===== config.mk =====
export PLATFORM = sky130hd
export DESIGN_NAME = ex_top
export DESIGN_NICKNAME = d
export VERILOG_FILES = /design/src/hdl/ex_pkg.sv /design/src/hdl/ex_pipe_reg.sv /design/src/hdl/ex_int_alu.sv /design/src/hdl/ex_mul_unit.sv /design/src/hdl/ex_div_unit.sv /design/src/hdl/ex_lsu_agen.sv /design/src/hdl/ex_stage.sv /design/src/hdl/ex_top.sv
export VERILOG_INCLUDE_DIRS = /design/src /design/src/hdl
export SDC_FILE = /design/constraint.sdc
export NUM_CORES = 2
export LEC_CHECK = 0
export CELL_PAD_IN_SITES_DETAIL_PLACEMENT = 1
export CELL_PAD_IN_SITES_GLOBAL_PLACEMENT = 2
export CORE_MARGIN = 10
export CORE_UTILIZATION = 29
export DETAILED_ROUTE_END_ITERATION = 12
export DONT_BUFFER_PORTS = 1
export GPL_TIMING_DRIVEN = 0
export PLACE_DENSITY_LB_ADDON = 0.1
export SLEW_MARGIN = 10
export SYNTH_ARGS = -nofsm -noshare
export SYNTH_HDL_FRONTEND = slang
export SYNTH_HIERARCHICAL = 1
export SYNTH_SLANG_ARGS = --single-unit

===== constraint.sdc =====
create_clock -name clk -period 8 [get_ports clk]
set_clock_uncertainty 0.05 [all_clocks]
set_input_delay 0.8 -clock clk [delete_from_list [all_inputs] [get_ports clk]]
set_output_delay 0.8 -clock clk [all_outputs]
set_load 0.1 [all_outputs]

===== src/hdl/ex_defs.svh =====
`ifndef EX_DEFS_SVH
`define EX_DEFS_SVH

// width of the integer data path
`define EX_XLEN 32

// one restoring step per quotient bit
`define EX_DIV_CYCLES 32

// start to done for the multiplier,
// operand register plus product register
`define EX_MUL_LATENCY 2

`endif


===== src/hdl/ex_pkg.sv =====
`default_nettype none

`include "ex_defs.svh"

package ex_pkg;

    typedef logic [`EX_XLEN-1:0]   bus32_t;
    typedef logic [2*`EX_XLEN-1:0] bus64_t;
    typedef logic [3:0]            strb_t;
    typedef logic [4:0]            reg_idx_t;

    typedef enum logic [5:0] {
        OP_NOP,
        OP_ADD, OP_SUB, OP_SLT, OP_SLTU,
        OP_AND, OP_OR, OP_XOR, OP_NOR,
        OP_SLL, OP_SRL, OP_SRA, OP_LU12I,
        OP_MULW, OP_MULHW, OP_MULHWU,
        OP_DIVW, OP_MODW, OP_DIVWU, OP_MODWU,
        OP_LDB, OP_LDH, OP_LDW,
        OP_STB, OP_STH, OP_STW
    } alu_op_e;

    typedef enum logic [2:0] {
        SEL_ARITH = 3'd0,
        SEL_MUL   = 3'd1,
        SEL_DIV   = 3'd2,
        SEL_MEM   = 3'd3
    } alu_sel_e;

    typedef struct packed {
        logic     valid;
        alu_op_e  op;
        alu_sel_e sel;
        bus32_t   src1;
        bus32_t   src2;
        bus32_t   imm;
        reg_idx_t rd;
        logic     we;
    } dispatch_ex_t;

    typedef struct packed {
        logic     valid;
        reg_idx_t rd;
        logic     we;
        bus32_t   wb_data;
        bus32_t   mem_addr;
        logic     is_store;
        logic     ale;
    } ex_mem_t;

    // result class, decoded once at dispatch
    function automatic alu_sel_e class_of(alu_op_e op);
        case (op)
            OP_MULW, OP_MULHW, OP_MULHWU:           return SEL_MUL;
            OP_DIVW, OP_MODW, OP_DIVWU, OP_MODWU:   return SEL_DIV;
            OP_LDB, OP_LDH, OP_LDW,
            OP_STB, OP_STH, OP_STW:                 return SEL_MEM;
            default:                                return SEL_ARITH;
        endcase
    endfunction

endpackage

`default_nettype wire


===== src/hdl/ex_pipe_reg.sv =====
`timescale 1ns/10ps
`default_nettype none

module ex_pipe_reg #(
    parameter type payload_t = logic
) (
    input  logic     clk,
    input  logic     rst_n_i,
    input  logic     hold_i,
    input  logic     bubble_i,
    input  payload_t d_i,
    output payload_t q_o
);

    payload_t q;

    // hold wins over bubble, a stalled slot keeps its item
    always_ff @(posedge clk or negedge rst_n_i) begin
        if (!rst_n_i) begin
            q <= '0;
        end else if (!hold_i) begin
            if (bubble_i) begin
                q <= '0;
            end else begin
                q <= d_i;
            end
        end
    end

    assign q_o = q;

endmodule

`default_nettype wire


===== src/hdl/ex_int_alu.sv =====
`timescale 1ns/10ps
`default_nettype none

module ex_int_alu (
    input  ex_pkg::alu_op_e op_i,
    input  ex_pkg::bus32_t  a_i,
    input  ex_pkg::bus32_t  b_i,
    output ex_pkg::bus32_t  res_o
);
    import ex_pkg::*;

    logic [4:0] shamt;

    assign shamt = b_i[4:0];

    always_comb begin
        case (op_i)
            OP_ADD: begin
                res_o = a_i + b_i;
            end
            OP_SUB: begin
                res_o = a_i - b_i;
            end
            OP_SLT: begin
                res_o = bus32_t'($signed(a_i) < $signed(b_i));
            end
            OP_SLTU: begin
                res_o = bus32_t'(a_i < b_i);
            end
            OP_AND: begin
                res_o = a_i & b_i;
            end
            OP_OR: begin
                res_o = a_i | b_i;
            end
            OP_XOR: begin
                res_o = a_i ^ b_i;
            end
            OP_NOR: begin
                res_o = ~(a_i | b_i);
            end
            OP_SLL: begin
                res_o = a_i << shamt;
            end
            OP_SRL: begin
                res_o = a_i >> shamt;
            end
            OP_SRA: begin
                res_o = bus32_t'($signed(a_i) >>> shamt);
            end
            // upper immediate arrives already placed in b
            OP_LU12I: begin
                res_o = b_i;
            end
            default: begin
                res_o = '0;
            end
        endcase
    end

endmodule

`default_nettype wire


===== src/hdl/ex_mul_unit.sv =====
`timescale 1ns/10ps
`default_nettype none

`include "ex_defs.svh"

module ex_mul_unit (
    input  logic           clk,
    input  logic           rst_n_i,
    input  logic           start_i,
    input  logic           signed_i,
    input  ex_pkg::bus32_t a_i,
    input  ex_pkg::bus32_t b_i,
    output logic           done_o,
    output ex_pkg::bus64_t product_o
);
    import ex_pkg::*;

    localparam int LAT = `EX_MUL_LATENCY;

    logic [LAT-1:0]                 stage_q;
    logic signed [`EX_XLEN:0]       a_q;
    logic signed [`EX_XLEN:0]       b_q;
    logic signed [2*`EX_XLEN+1:0]   full_prod;
    bus64_t                         product_q;

    // one extra bit so unsigned operands multiply as positive signed
    assign full_prod = a_q * b_q;

    always_ff @(posedge clk or negedge rst_n_i) begin
        if (!rst_n_i) begin
            stage_q <= '0;
        end else begin
            stage_q <= {stage_q[LAT-2:0], start_i};
        end
    end

    always_ff @(posedge clk) begin
        if (start_i) begin
            a_q <= {signed_i & a_i[`EX_XLEN-1], a_i};
            b_q <= {signed_i & b_i[`EX_XLEN-1], b_i};
        end
        if (stage_q[LAT-2]) begin
            product_q <= full_prod[2*`EX_XLEN-1:0];
        end
    end

    assign done_o    = stage_q[LAT-1];
    assign product_o = product_q;

endmodule

`default_nettype wire


===== src/hdl/ex_div_unit.sv =====
`timescale 1ns/10ps
`default_nettype none

`include "ex_defs.svh"

module ex_div_unit (
    input  logic           clk,
    input  logic           rst_n_i,
    input  logic           start_i,
    input  logic           signed_i,
    input  ex_pkg::bus32_t dividend_i,
    input  ex_pkg::bus32_t divisor_i,
    output logic           busy_o,
    output logic           done_o,
    output ex_pkg::bus32_t quotient_o,
    output ex_pkg::bus32_t remainder_o
);
    import ex_pkg::*;

    localparam int CNT_W = $clog2(`EX_DIV_CYCLES + 1);
    localparam int MSB   = `EX_XLEN - 1;

    logic [CNT_W-1:0] cnt_q;
    logic             busy_q;
    logic             done_q;
    bus32_t           quo_q;
    bus32_t           rem_q;
    bus32_t           dvs_q;
    logic             neg_quo_q;
    logic             neg_rem_q;
    bus32_t           dividend_mag;
    bus32_t           divisor_mag;
    logic [`EX_XLEN:0] shifted;
    logic [`EX_XLEN:0] diff;
    logic             fits;

    assign dividend_mag = (signed_i && dividend_i[MSB]) ? -dividend_i : dividend_i;
    assign divisor_mag  = (signed_i && divisor_i[MSB]) ? -divisor_i : divisor_i;

    // one restoring step, next dividend bit enters from the quotient register
    assign shifted = {rem_q, quo_q[MSB]};
    assign diff    = shifted - {1'b0, dvs_q};
    assign fits    = shifted >= {1'b0, dvs_q};

    always_ff @(posedge clk or negedge rst_n_i) begin
        if (!rst_n_i) begin
            cnt_q  <= '0;
            busy_q <= 1'b0;
            done_q <= 1'b0;
        end else begin
            done_q <= 1'b0;
            if (start_i) begin
                cnt_q  <= CNT_W'(`EX_DIV_CYCLES);
                busy_q <= 1'b1;
            end else if (busy_q) begin
                cnt_q <= cnt_q - 1'b1;
                if (cnt_q == CNT_W'(1)) begin
                    busy_q <= 1'b0;
                    done_q <= 1'b1;
                end
            end
        end
    end

    always_ff @(posedge clk) begin
        if (start_i) begin
            quo_q <= dividend_mag;
            rem_q <= '0;
            dvs_q <= divisor_mag;
            // zero divisor keeps the all-ones quotient unsigned
            neg_quo_q <= signed_i && (dividend_i[MSB] ^ divisor_i[MSB]) && (divisor_i != '0);
            neg_rem_q <= signed_i && dividend_i[MSB];
        end else if (busy_q) begin
            quo_q <= {quo_q[MSB-1:0], fits};
            rem_q <= fits ? diff[MSB:0] : shifted[MSB:0];
        end
    end

    assign busy_o      = busy_q;
    assign done_o      = done_q;
    assign quotient_o  = neg_quo_q ? -quo_q : quo_q;
    assign remainder_o = neg_rem_q ? -rem_q : rem_q;

endmodule

`default_nettype wire


===== src/hdl/ex_lsu_agen.sv =====
`timescale 1ns/10ps
`default_nettype none

module ex_lsu_agen (
    input  ex_pkg::alu_op_e op_i,
    input  ex_pkg::bus32_t  base_i,
    input  ex_pkg::bus32_t  offset_i,
    input  ex_pkg::bus32_t  store_data_i,
    output ex_pkg::bus32_t  addr_o,
    output logic            req_o,
    output logic            we_o,
    output ex_pkg::strb_t   wstrb_o,
    output ex_pkg::bus32_t  wdata_o,
    output logic            ale_o
);
    import ex_pkg::*;

    logic       is_mem;
    logic [1:0] lo;

    assign addr_o = base_i + offset_i;
    assign lo     = addr_o[1:0];

    assign is_mem = op_i inside {OP_LDB, OP_LDH, OP_LDW, OP_STB, OP_STH, OP_STW};
    assign we_o   = op_i inside {OP_STB, OP_STH, OP_STW};

    always_comb begin
        case (op_i)
            OP_LDH, OP_STH: begin
                ale_o = lo[0];
            end
            OP_LDW, OP_STW: begin
                ale_o = lo != 2'b00;
            end
            default: begin
                ale_o = 1'b0;
            end
        endcase
    end

    // misaligned access never reaches the cache
    assign req_o = is_mem && !ale_o;

    always_comb begin
        wstrb_o = 4'b0000;
        wdata_o = '0;
        case (op_i)
            OP_LDB, OP_LDH, OP_LDW: begin
                wstrb_o = 4'b1111;
            end
            OP_STB: begin
                wstrb_o = 4'b0001 << lo;
                wdata_o = bus32_t'(store_data_i[7:0]) << {lo, 3'b000};
            end
            OP_STH: begin
                if (!ale_o) begin
                    wstrb_o = 4'b0011 << {lo[1], 1'b0};
                    wdata_o = bus32_t'(store_data_i[15:0]) << {lo[1], 4'b0000};
                end
            end
            OP_STW: begin
                if (!ale_o) begin
                    wstrb_o = 4'b1111;
                    wdata_o = store_data_i;
                end
            end
            default: begin
                wstrb_o = 4'b0000;
            end
        endcase
    end

endmodule

`default_nettype wire


===== src/hdl/ex_stage.sv =====
`timescale 1ns/10ps
`default_nettype none

`include "ex_defs.svh"

module ex_stage (
    input  logic                 clk,
    input  logic                 rst_n_i,
    input  ex_pkg::dispatch_ex_t ex_i,
    input  logic                 mem_addr_ok_i,
    output ex_pkg::ex_mem_t      ex_o,
    output logic                 pause_o,
    output logic                 mem_req_o,
    output logic                 mem_we_o,
    output ex_pkg::bus32_t       mem_addr_o,
    output ex_pkg::bus32_t       mem_wdata_o,
    output ex_pkg::strb_t        mem_wstrb_o
);
    import ex_pkg::*;

    bus32_t     alu_res;
    logic       mul_signed;
    logic       mul_done;
    bus64_t     mul_product;
    bus32_t     mul_word;
    logic       div_signed;
    logic       div_busy;
    logic       div_done;
    bus32_t     div_quo;
    bus32_t     div_rem;
    bus32_t     div_word;
    logic [1:0] unit_pend;
    logic [1:0] unit_done;
    logic [1:0] unit_launched;
    logic [1:0] unit_start;
    logic       is_store_op;
    bus32_t     agen_offset;
    bus32_t     agen_addr;
    logic       agen_req;
    logic       agen_we;
    strb_t      agen_wstrb;
    bus32_t     agen_wdata;
    logic       agen_ale;
    logic       pause_mem;

    ex_int_alu u_int_alu (
        .op_i  (ex_i.op),
        .a_i   (ex_i.src1),
        .b_i   (ex_i.src2),
        .res_o (alu_res)
    );

    // bit 0 multiplier, bit 1 divider
    assign unit_pend[0] = ex_i.valid && (ex_i.sel == SEL_MUL) && !mul_done;
    assign unit_pend[1] = ex_i.valid && (ex_i.sel == SEL_DIV) && !div_done;
    assign unit_done    = {div_done, mul_done};

    // single start pulse per held op, rearmed by done
    always_ff @(posedge clk or negedge rst_n_i) begin
        if (!rst_n_i) begin
            unit_start    <= '0;
            unit_launched <= '0;
        end else begin
            unit_start    <= unit_pend & ~unit_launched;
            unit_launched <= (unit_launched & ~unit_done) | unit_pend;
        end
    end

    assign mul_signed = ex_i.op inside {OP_MULW, OP_MULHW};
    assign div_signed = ex_i.op inside {OP_DIVW, OP_MODW};

    ex_mul_unit u_mul_unit (
        .clk       (clk),
        .rst_n_i   (rst_n_i),
        .start_i   (unit_start[0]),
        .signed_i  (mul_signed),
        .a_i       (ex_i.src1),
        .b_i       (ex_i.src2),
        .done_o    (mul_done),
        .product_o (mul_product)
    );

    ex_div_unit u_div_unit (
        .clk         (clk),
        .rst_n_i     (rst_n_i),
        .start_i     (unit_start[1]),
        .signed_i    (div_signed),
        .dividend_i  (ex_i.src1),
        .divisor_i   (ex_i.src2),
        .busy_o      (div_busy),
        .done_o      (div_done),
        .quotient_o  (div_quo),
        .remainder_o (div_rem)
    );

    assign mul_word = (ex_i.op == OP_MULW) ? mul_product[`EX_XLEN-1:0]
                                           : mul_product[2*`EX_XLEN-1:`EX_XLEN];
    assign div_word = (ex_i.op inside {OP_DIVW, OP_DIVWU}) ? div_quo : div_rem;

    // stores take base plus imm, src2 is the data
    assign is_store_op = ex_i.op inside {OP_STB, OP_STH, OP_STW};
    assign agen_offset = is_store_op ? ex_i.imm : ex_i.src2;

    ex_lsu_agen u_lsu_agen (
        .op_i         (ex_i.op),
        .base_i       (ex_i.src1),
        .offset_i     (agen_offset),
        .store_data_i (ex_i.src2),
        .addr_o       (agen_addr),
        .req_o        (agen_req),
        .we_o         (agen_we),
        .wstrb_o      (agen_wstrb),
        .wdata_o      (agen_wdata),
        .ale_o        (agen_ale)
    );

    assign mem_req_o   = ex_i.valid && (ex_i.sel == SEL_MEM) && agen_req;
    assign mem_we_o    = agen_we;
    assign mem_addr_o  = agen_addr;
    assign mem_wdata_o = agen_wdata;
    assign mem_wstrb_o = agen_wstrb;

    assign pause_mem = mem_req_o && !mem_addr_ok_i;
    assign pause_o   = (|unit_pend) || div_busy || pause_mem;

    always_comb begin
        ex_o.valid    = ex_i.valid;
        ex_o.rd       = ex_i.rd;
        ex_o.ale      = ex_i.valid && agen_ale;
        ex_o.we       = ex_i.we && !agen_ale;
        ex_o.mem_addr = agen_addr;
        ex_o.is_store = agen_we;
        case (ex_i.sel)
            SEL_MUL: begin
                ex_o.wb_data = mul_word;
            end
            SEL_DIV: begin
                ex_o.wb_data = div_word;
            end
            // load data is returned by a later stage
            SEL_MEM: begin
                ex_o.wb_data = '0;
            end
            default: begin
                ex_o.wb_data = alu_res;
            end
        endcase
    end

endmodule

`default_nettype wire


===== src/hdl/ex_top.sv =====
`timescale 1ns/10ps
`default_nettype none

module ex_top (
    input  logic             clk,
    input  logic             rst_n_i,
    input  logic             in_valid_i,
    input  ex_pkg::alu_op_e  in_op_i,
    input  ex_pkg::bus32_t   in_src1_i,
    input  ex_pkg::bus32_t   in_src2_i,
    input  ex_pkg::bus32_t   in_imm_i,
    input  ex_pkg::reg_idx_t in_rd_i,
    input  logic             mem_addr_ok_i,
    output logic             pause_o,
    output logic             mem_req_o,
    output logic             mem_we_o,
    output ex_pkg::bus32_t   mem_addr_o,
    output ex_pkg::bus32_t   mem_wdata_o,
    output ex_pkg::strb_t    mem_wstrb_o,
    output logic             wb_valid_o,
    output ex_pkg::reg_idx_t wb_rd_o,
    output ex_pkg::bus32_t   wb_data_o,
    output logic             wb_ale_o
);
    import ex_pkg::*;

    dispatch_ex_t disp_d;
    dispatch_ex_t disp_q;
    ex_mem_t      exm_d;
    ex_mem_t      exm_q;
    logic         pause;

    always_comb begin
        disp_d.valid = in_valid_i;
        disp_d.op    = in_op_i;
        disp_d.sel   = class_of(in_op_i);
        disp_d.src1  = in_src1_i;
        disp_d.src2  = in_src2_i;
        disp_d.imm   = in_imm_i;
        disp_d.rd    = in_rd_i;
        disp_d.we    = !(in_op_i inside {OP_NOP, OP_STB, OP_STH, OP_STW});
    end

    ex_pipe_reg #(.payload_t(dispatch_ex_t)) u_disp_slot (
        .clk      (clk),
        .rst_n_i  (rst_n_i),
        .hold_i   (pause),
        .bubble_i (!in_valid_i),
        .d_i      (disp_d),
        .q_o      (disp_q)
    );

    ex_stage u_ex_stage (
        .clk           (clk),
        .rst_n_i       (rst_n_i),
        .ex_i          (disp_q),
        .mem_addr_ok_i (mem_addr_ok_i),
        .ex_o          (exm_d),
        .pause_o       (pause),
        .mem_req_o     (mem_req_o),
        .mem_we_o      (mem_we_o),
        .mem_addr_o    (mem_addr_o),
        .mem_wdata_o   (mem_wdata_o),
        .mem_wstrb_o   (mem_wstrb_o)
    );

    // bubble while execute is stalled
    ex_pipe_reg #(.payload_t(ex_mem_t)) u_exm_slot (
        .clk      (clk),
        .rst_n_i  (rst_n_i),
        .hold_i   (1'b0),
        .bubble_i (pause),
        .d_i      (exm_d),
        .q_o      (exm_q)
    );

    assign pause_o    = pause;
    assign wb_valid_o = exm_q.valid;
    assign wb_rd_o    = exm_q.rd;
    assign wb_data_o  = exm_q.wb_data;
    assign wb_ale_o   = exm_q.valid && exm_q.ale;

endmodule

`default_nettype wire


==> Yosys cells after proc, flatten, opt, wreduce, memory -nomap -nowiden <==
Memory sizes are Yosys's and may differ from the RTL's.
Index checks and enable logic that the tools add are counted.
{ "totals": {"output_inout_bits": 110, "mem_bits_ro": 64, "reg_bits": 393, "elab_cells": 155, "mem_count": 1} }
{ "mem_list": {"columns": ["name", "depth", "width", "rd", "rd_clocked_by_memory_dff", "write_ports", "line", "rtl"], "rows": [
  ["(no name shown)", 32, 2, 1, 0, 0, "ex_pkg.sv:53", "case (op)"]
]} }
{ "classes": {"magnitude_cmp": 3, "n_addsub": 9, "muxes": 30, "n_shift": 7, "reduce_logical": 36, "n_eq_ne": 30, "n_bitwise": 12, "n_mul": 1} }
{ "op_table": {"columns": ["cell", "count"], "rows": [
  ["$mux 32", 12],
  ["$pmux 32 s12", 1],
  ["$pmux 32 s3", 2],
  ["$neg 32->32", 4],
  ["$mux 112", 1],
  ["$mux 73", 1],
  ["$eq 6x5->1 const B", 12],
  ["$add 32x32->32", 2],
  ["$lt 32x32->1", 2],
  ["$mul 33x33->64", 1],
  ["$sub 32x32->32", 2],
  ["$eq 6x4->1 const B", 7],
  ["$ge 33x32->1", 1],
  ["$and 32x32->32", 1],
  ["$not 32->32", 1],
  ["$or 32x32->32", 1],
  ["$reduce_bool 32->1", 1],
  ["$shl 16x5->32", 1],
  ["$shl 32x5->32", 1],
  ["$shl 8x5->32", 1],
  ["$shr 32x5->32", 1],
  ["$sshr 32x5->32", 1],
  ["$xor 32x32->32", 1],
  ["$eq 6x3->1 const B", 4],
  ["28 further kinds", 66]
]} }

==> Longest topological paths before layout <==
{ "logic_depth": {"ltp_word": 12, "depth_mapped": 29, "mapped_depth_nobuf": 27} }

==> By module <==
The synthesis kept the hierarchy.
{ "by_module_without_submodules": {"columns": ["module", "area_each_um2", "cells_each", "n_inst"], "rows": [
  ["ex_mul_unit", 42184.2, 4242, 1],
  ["ex_int_alu", 8971.1, 1375, 1],
  ["ex_div_unit", 8220.4, 980, 1],
  ["ex_pipe_reg (u_disp_slot)", 4971.0, 484, 1],
  ["ex_pipe_reg (u_exm_slot)", 3398.3, 315, 1],
  ["ex_lsu_agen", 2218.4, 310, 1],
  ["ex_stage", 2217.1, 253, 1],
  ["ex_top", 93.8, 16, 1]
]} }

==> Worst setup path before layout <==
No wires, ideal clock.
{ "synth_path": {"path_type": "flip-flop to flip-flop", "from": "register u_ex_stage.u_mul_unit.a_q[32]", "to": "register u_ex_stage.u_mul_unit.product_q[63] (netlist: u_ex_stage/u_mul_unit/product_o[63]), data pin", "arrival_time_ns": 7.690, "path_buffers": 1, "stages_incl_launch_ff": 26, "path_slack_ns": 0.092, "path_cell_list": "edfxtp_1 -> clkbuf_1 -> nand2_1 -> inv_1 -> fa_1 -> fa_1 -> fa_1 -> inv_1 -> fa_1 -> inv_1 -> fa_1 -> fa_1 -> fa_1 -> inv_1 -> fa_1 -> inv_1 -> ha_1 -> a21o_1 -> a21o_1 -> o21bai_1 -> a21o_1 -> a21o_1 -> a211o_1 -> o21ai_1 -> nor2_1 -> a211oi_1"} }
{ "synth_between": {"elab_chain_cells": 1} }
{ "synth_rtl": {"columns": ["element", "line", "rtl"], "rows": [
  ["start: declaration", "ex_mul_unit.sv:21", "logic signed [`EX_XLEN:0] a_q;"],
  ["start signal: assignment", "ex_mul_unit.sv:39", "a_q <= {signed_i & a_i[`EX_XLEN-1], a_i};"],
  ["$mul 33x33->64", "ex_mul_unit.sv:27", "assign full_prod = a_q * b_q;"],
  ["net u_ex_stage.u_mul_unit.full_prod[63]", "ex_mul_unit.sv:23", "logic signed [2*`EX_XLEN+1:0] full_prod;"],
  ["end signal: assignment", "ex_mul_unit.sv:43", "product_q <= full_prod[2*`EX_XLEN-1:0];"],
  ["end: declaration", "ex_mul_unit.sv:24", "bus64_t product_q;"]
]} }
The timed path passes the listed nets, and every way through them passes these cells.
A chain may end at the register's enable or synchronous reset.

==> Worst setup path after layout <==
{ "layout_path": {"from": "register u_ex_stage.u_mul_unit.b_q[1]", "to": "register u_ex_stage.u_mul_unit.product_q[63] (netlist: u_ex_stage/u_mul_unit/product_o[63]), data pin"} }
{ "layout_between": {"elab_chain_cells": 1} }
{ "layout_rtl": {"columns": ["element", "line", "rtl"], "rows": [
  ["start: declaration", "ex_mul_unit.sv:22", "logic signed [`EX_XLEN:0] b_q;"],
  ["start signal: assignment", "ex_mul_unit.sv:40", "b_q <= {signed_i & b_i[`EX_XLEN-1], b_i};"],
  ["$mul 33x33->64", "ex_mul_unit.sv:27", null],
  ["net u_ex_stage.u_mul_unit.full_prod[63]", "ex_mul_unit.sv:23", null]
]} }
The timed path passes the listed nets, and every way through them passes these cells.

==> impl_metrics.env <==
export IMPL_status="finished with violations"
export IMPL_violations="negative setup slack"
export IMPL_nets=9696
export IMPL_overflow=0
export IMPL_start_util=0.2922
export IMPL_routed_wl_mm=377.3
export IMPL_ant_nets=0
export IMPL_worstSetupEndpointType="register"
export IMPL_yosysWarnings=6
export IMPL_cts_made_buffers=45
export IMPL_coreArea_um2=241000
export IMPL_timing_rr_start="u_ex_stage/u_mul_unit/b_q[1]"
export IMPL_drive_gt1_frac=0.1374
export IMPL_viasPerCell=5.326
export IMPL_required_ns=8.32
export IMPL_cts_htree_levels=2
export IMPL_syn_area_per_cell_um2=9.040
export IMPL_first_pass_iters=7
export IMPL_place_hpwl_mm=302.2
export IMPL_syn_inst=7789
export IMPL_place_congestion=0.9279
export IMPL_final_area_um2=81790
export IMPL_place_ws_ns=-3.878
export IMPL_port_buffers=0
export IMPL_drc=0
export IMPL_clkLatencyLatePin_ns=0.64
export IMPL_cts_sink_count=392
export IMPL_vias=60240
export IMPL_critPathMaxFanout=9
export IMPL_rsz0062_at_grt="true"
export IMPL_period_share=1.047
export IMPL_fp_row_count=180
export IMPL_path_class="reg -> reg"
export IMPL_antenna_found_initial=36
export IMPL_hold_path_class="in -> async"
export IMPL_worst_slew_margin_rel=0.03923
export IMPL_die_area_um2=262900
export IMPL_grt_first_pass_wirelength_mm=527.5
export IMPL_grt_max_degree=165
export IMPL_die_width_um=512.7
export IMPL_areaGrowthSynthToFinish_pct=16.17
export IMPL_worstPathArrival_ns=8.70
export IMPL_wl_met3_mm=21.88
export IMPL_wire_per_inst_um=33.36
export IMPL_setup_viol=21
export IMPL_hold_viol=0
export IMPL_wl_met1_mm=157.0
export IMPL_clockRootBuffer="clkbuf_16"
export IMPL_clock_fmax_mhz=119.4
export IMPL_cp_startpoint="u_ex_stage/u_mul_unit/b_q[1]"
export IMPL_place_area_um2=74950
export IMPL_fin_crit_ns=8.376
export IMPL_grt_use_total=0.2805
export IMPL_die_h_um=512.7
export IMPL_cts_tree="yes"
export IMPL_syn_area_um2=70410
export IMPL_worst_slack_ns=-0.3762
export IMPL_drv_slew=0
export IMPL_io_pins=221
export IMPL_startpoint_type="register"
export IMPL_drtIter0Drc=4857
export IMPL_cap_violations=0
export IMPL_highest_layer="met5"
export IMPL_tightest_slew_ns=1.441
export IMPL_wl_met2_mm=176.9
export IMPL_clkTransAtPathRegs_ns=0.06
export IMPL_clock_path_buffers=3
export IMPL_grt_pass1_vias=65660
-- per-stage QoR --
stage | TNS [ns] | utilization | hold WS, ns | cells
after floorplan | 0 | - | 0.3591 | 7791
after global placement | -90.22 | 0.3087 | 0.3725 | 10980
after detailed placement | -84.00 | 0.3110 | 0.3845 | 10990
after CTS | -4.192 | 0.3352 | 0.1729 | 11250
after global routing | -7.889 | 0.3393 | 0.1611 | 11300
final | -3.932 | 0.3394 | 0.08830 | 11310
-- worst max-delay path, stage by stage, from the launching register on --
cell and delay [ns]:
edfxtp_1 0.37, buf_6 0.15, clkbuf_16 0.18, and2_4 0.19, fa_2 0.65, fa_2 0.50
fa_2 0.58, buf_12 0.14, clkinvlp_4 0.14, fa_2 0.59, clkinvlp_4 0.11, buf_6 0.14
buf_12 0.13, buf_4 0.15, fa_1 0.46, fa_1 0.52, fa_1 0.54, inv_1 0.07
fa_1 0.51, inv_1 0.08, ha_4 0.34, nand4_1 0.24, nor2_1 0.21, o311a_4 0.29
o21ai_4 0.09, buf_6 0.14, a211oi_4 0.45
-- registers in the layout, summed over array words and instances, names as in the netlist --
name / cells
u_ex_stage/u_div_unit/neg_rem_q: 1
u_ex_stage/u_div_unit/cnt_q: 6
u_ex_stage/u_div_unit/quo_q: 32
u_disp_slot/q_o: 111
u_ex_stage/u_mul_unit/stage_q: 2
u_exm_slot/q_o: 39
u_ex_stage/u_div_unit/dvs_q: 32
u_ex_stage/u_div_unit/rem_q: 32
u_ex_stage/unit_start: 2
u_ex_stage/unit_launched: 2
u_ex_stage/u_div_unit/busy_o: 1
u_ex_stage/u_div_unit/done_o: 1
u_ex_stage/u_mul_unit/product_o: 64
u_ex_stage/u_mul_unit/b_q: 33
u_ex_stage/u_div_unit/neg_quo_q: 1
u_ex_stage/u_mul_unit/a_q: 33
-- path summary, 6_finish.rpt --
check                      slack, ns                                  end  depth (start not counted)
max                            -0.38  u_ex_stage/u_mul_unit/product_o[63]                         26
min                             0.09                  u_disp_slot/q_o[43]                          1
max reg2reg                    -0.38  u_ex_stage/u_mul_unit/product_o[63]                         26
min reg2reg                     0.39             u_ex_stage/unit_start[1]                          1
max in group asynchronous       6.89     u_ex_stage/u_mul_unit/stage_q[0]                          1
min in group clk                0.24                  u_disp_slot/q_o[47]                          2
-- routing by layer --
layer | vias up | global-route usage
li1 | 25710 | -
met1 | 31940 | 0.3601
met2 | 2010 | 0.4689
met3 | 560 | 0.04098
met4 | 10 | 0.1231
met5 | - | 0
-- layout make-up --
type	instances	area [um2]
multi-input combinational	5702	54930
antenna	13	32.53
inverter	1246	4695
buffer	431	3267
clock buffer	58	1226
timing repair buffer	260	2775
tap	3185	3985
fill	27680	159200
clock inverter	24	224.0
sequential	392	10660
-- what timing repair did --
| item | 4_1_cts | 5_1_grt |
|---|---|---|
| endpoints found under the hold margin | 164 | 0 |
| gates cloned | 3 | 0 |
| setup endpoints to repair | 46 | 28 |
| hold buffers | 1 | 0 |
| setup buffers | 189 | 59 |
| pin swaps | 121 | 104 |
| resized for setup | 696 | 174 |
-- placed cells by master, fill, tap and decap left out, types with 48 or more instances in the layout --
| master | n |
|---|---|
| inv_1 | 1190 |
| fa_1 | 1081 |
| o21ai_0 | 230 |
| mux2i_1 | 123 |
| a21oi_1 | 287 |
| buf_6 | 65 |
| nand2b_1 | 182 |
| o21ai_1 | 89 |
| clkbuf_4 | 60 |
| xnor2_1 | 149 |
| nor2_1 | 304 |
| nand3_1 | 62 |
| clkbuf_16 | 65 |
| and2_1 | 556 |
| a21o_1 | 81 |
| edfxtp_1 | 196 |
| nand2_1 | 945 |
| xor2_1 | 57 |
| inv_2 | 50 |
| o21ai_2 | 56 |
| clkbuf_1 | 144 |
| nor2b_1 | 57 |
| a211oi_1 | 55 |
| fa_2 | 48 |
| buf_4 | 208 |
| ha_1 | 336 |
| dfrtp_1 | 146 |
| nor3_1 | 74 |
Power is not shown: default switching activity piles up to over one toggle a cycle in this logic, so the estimate is an artifact.
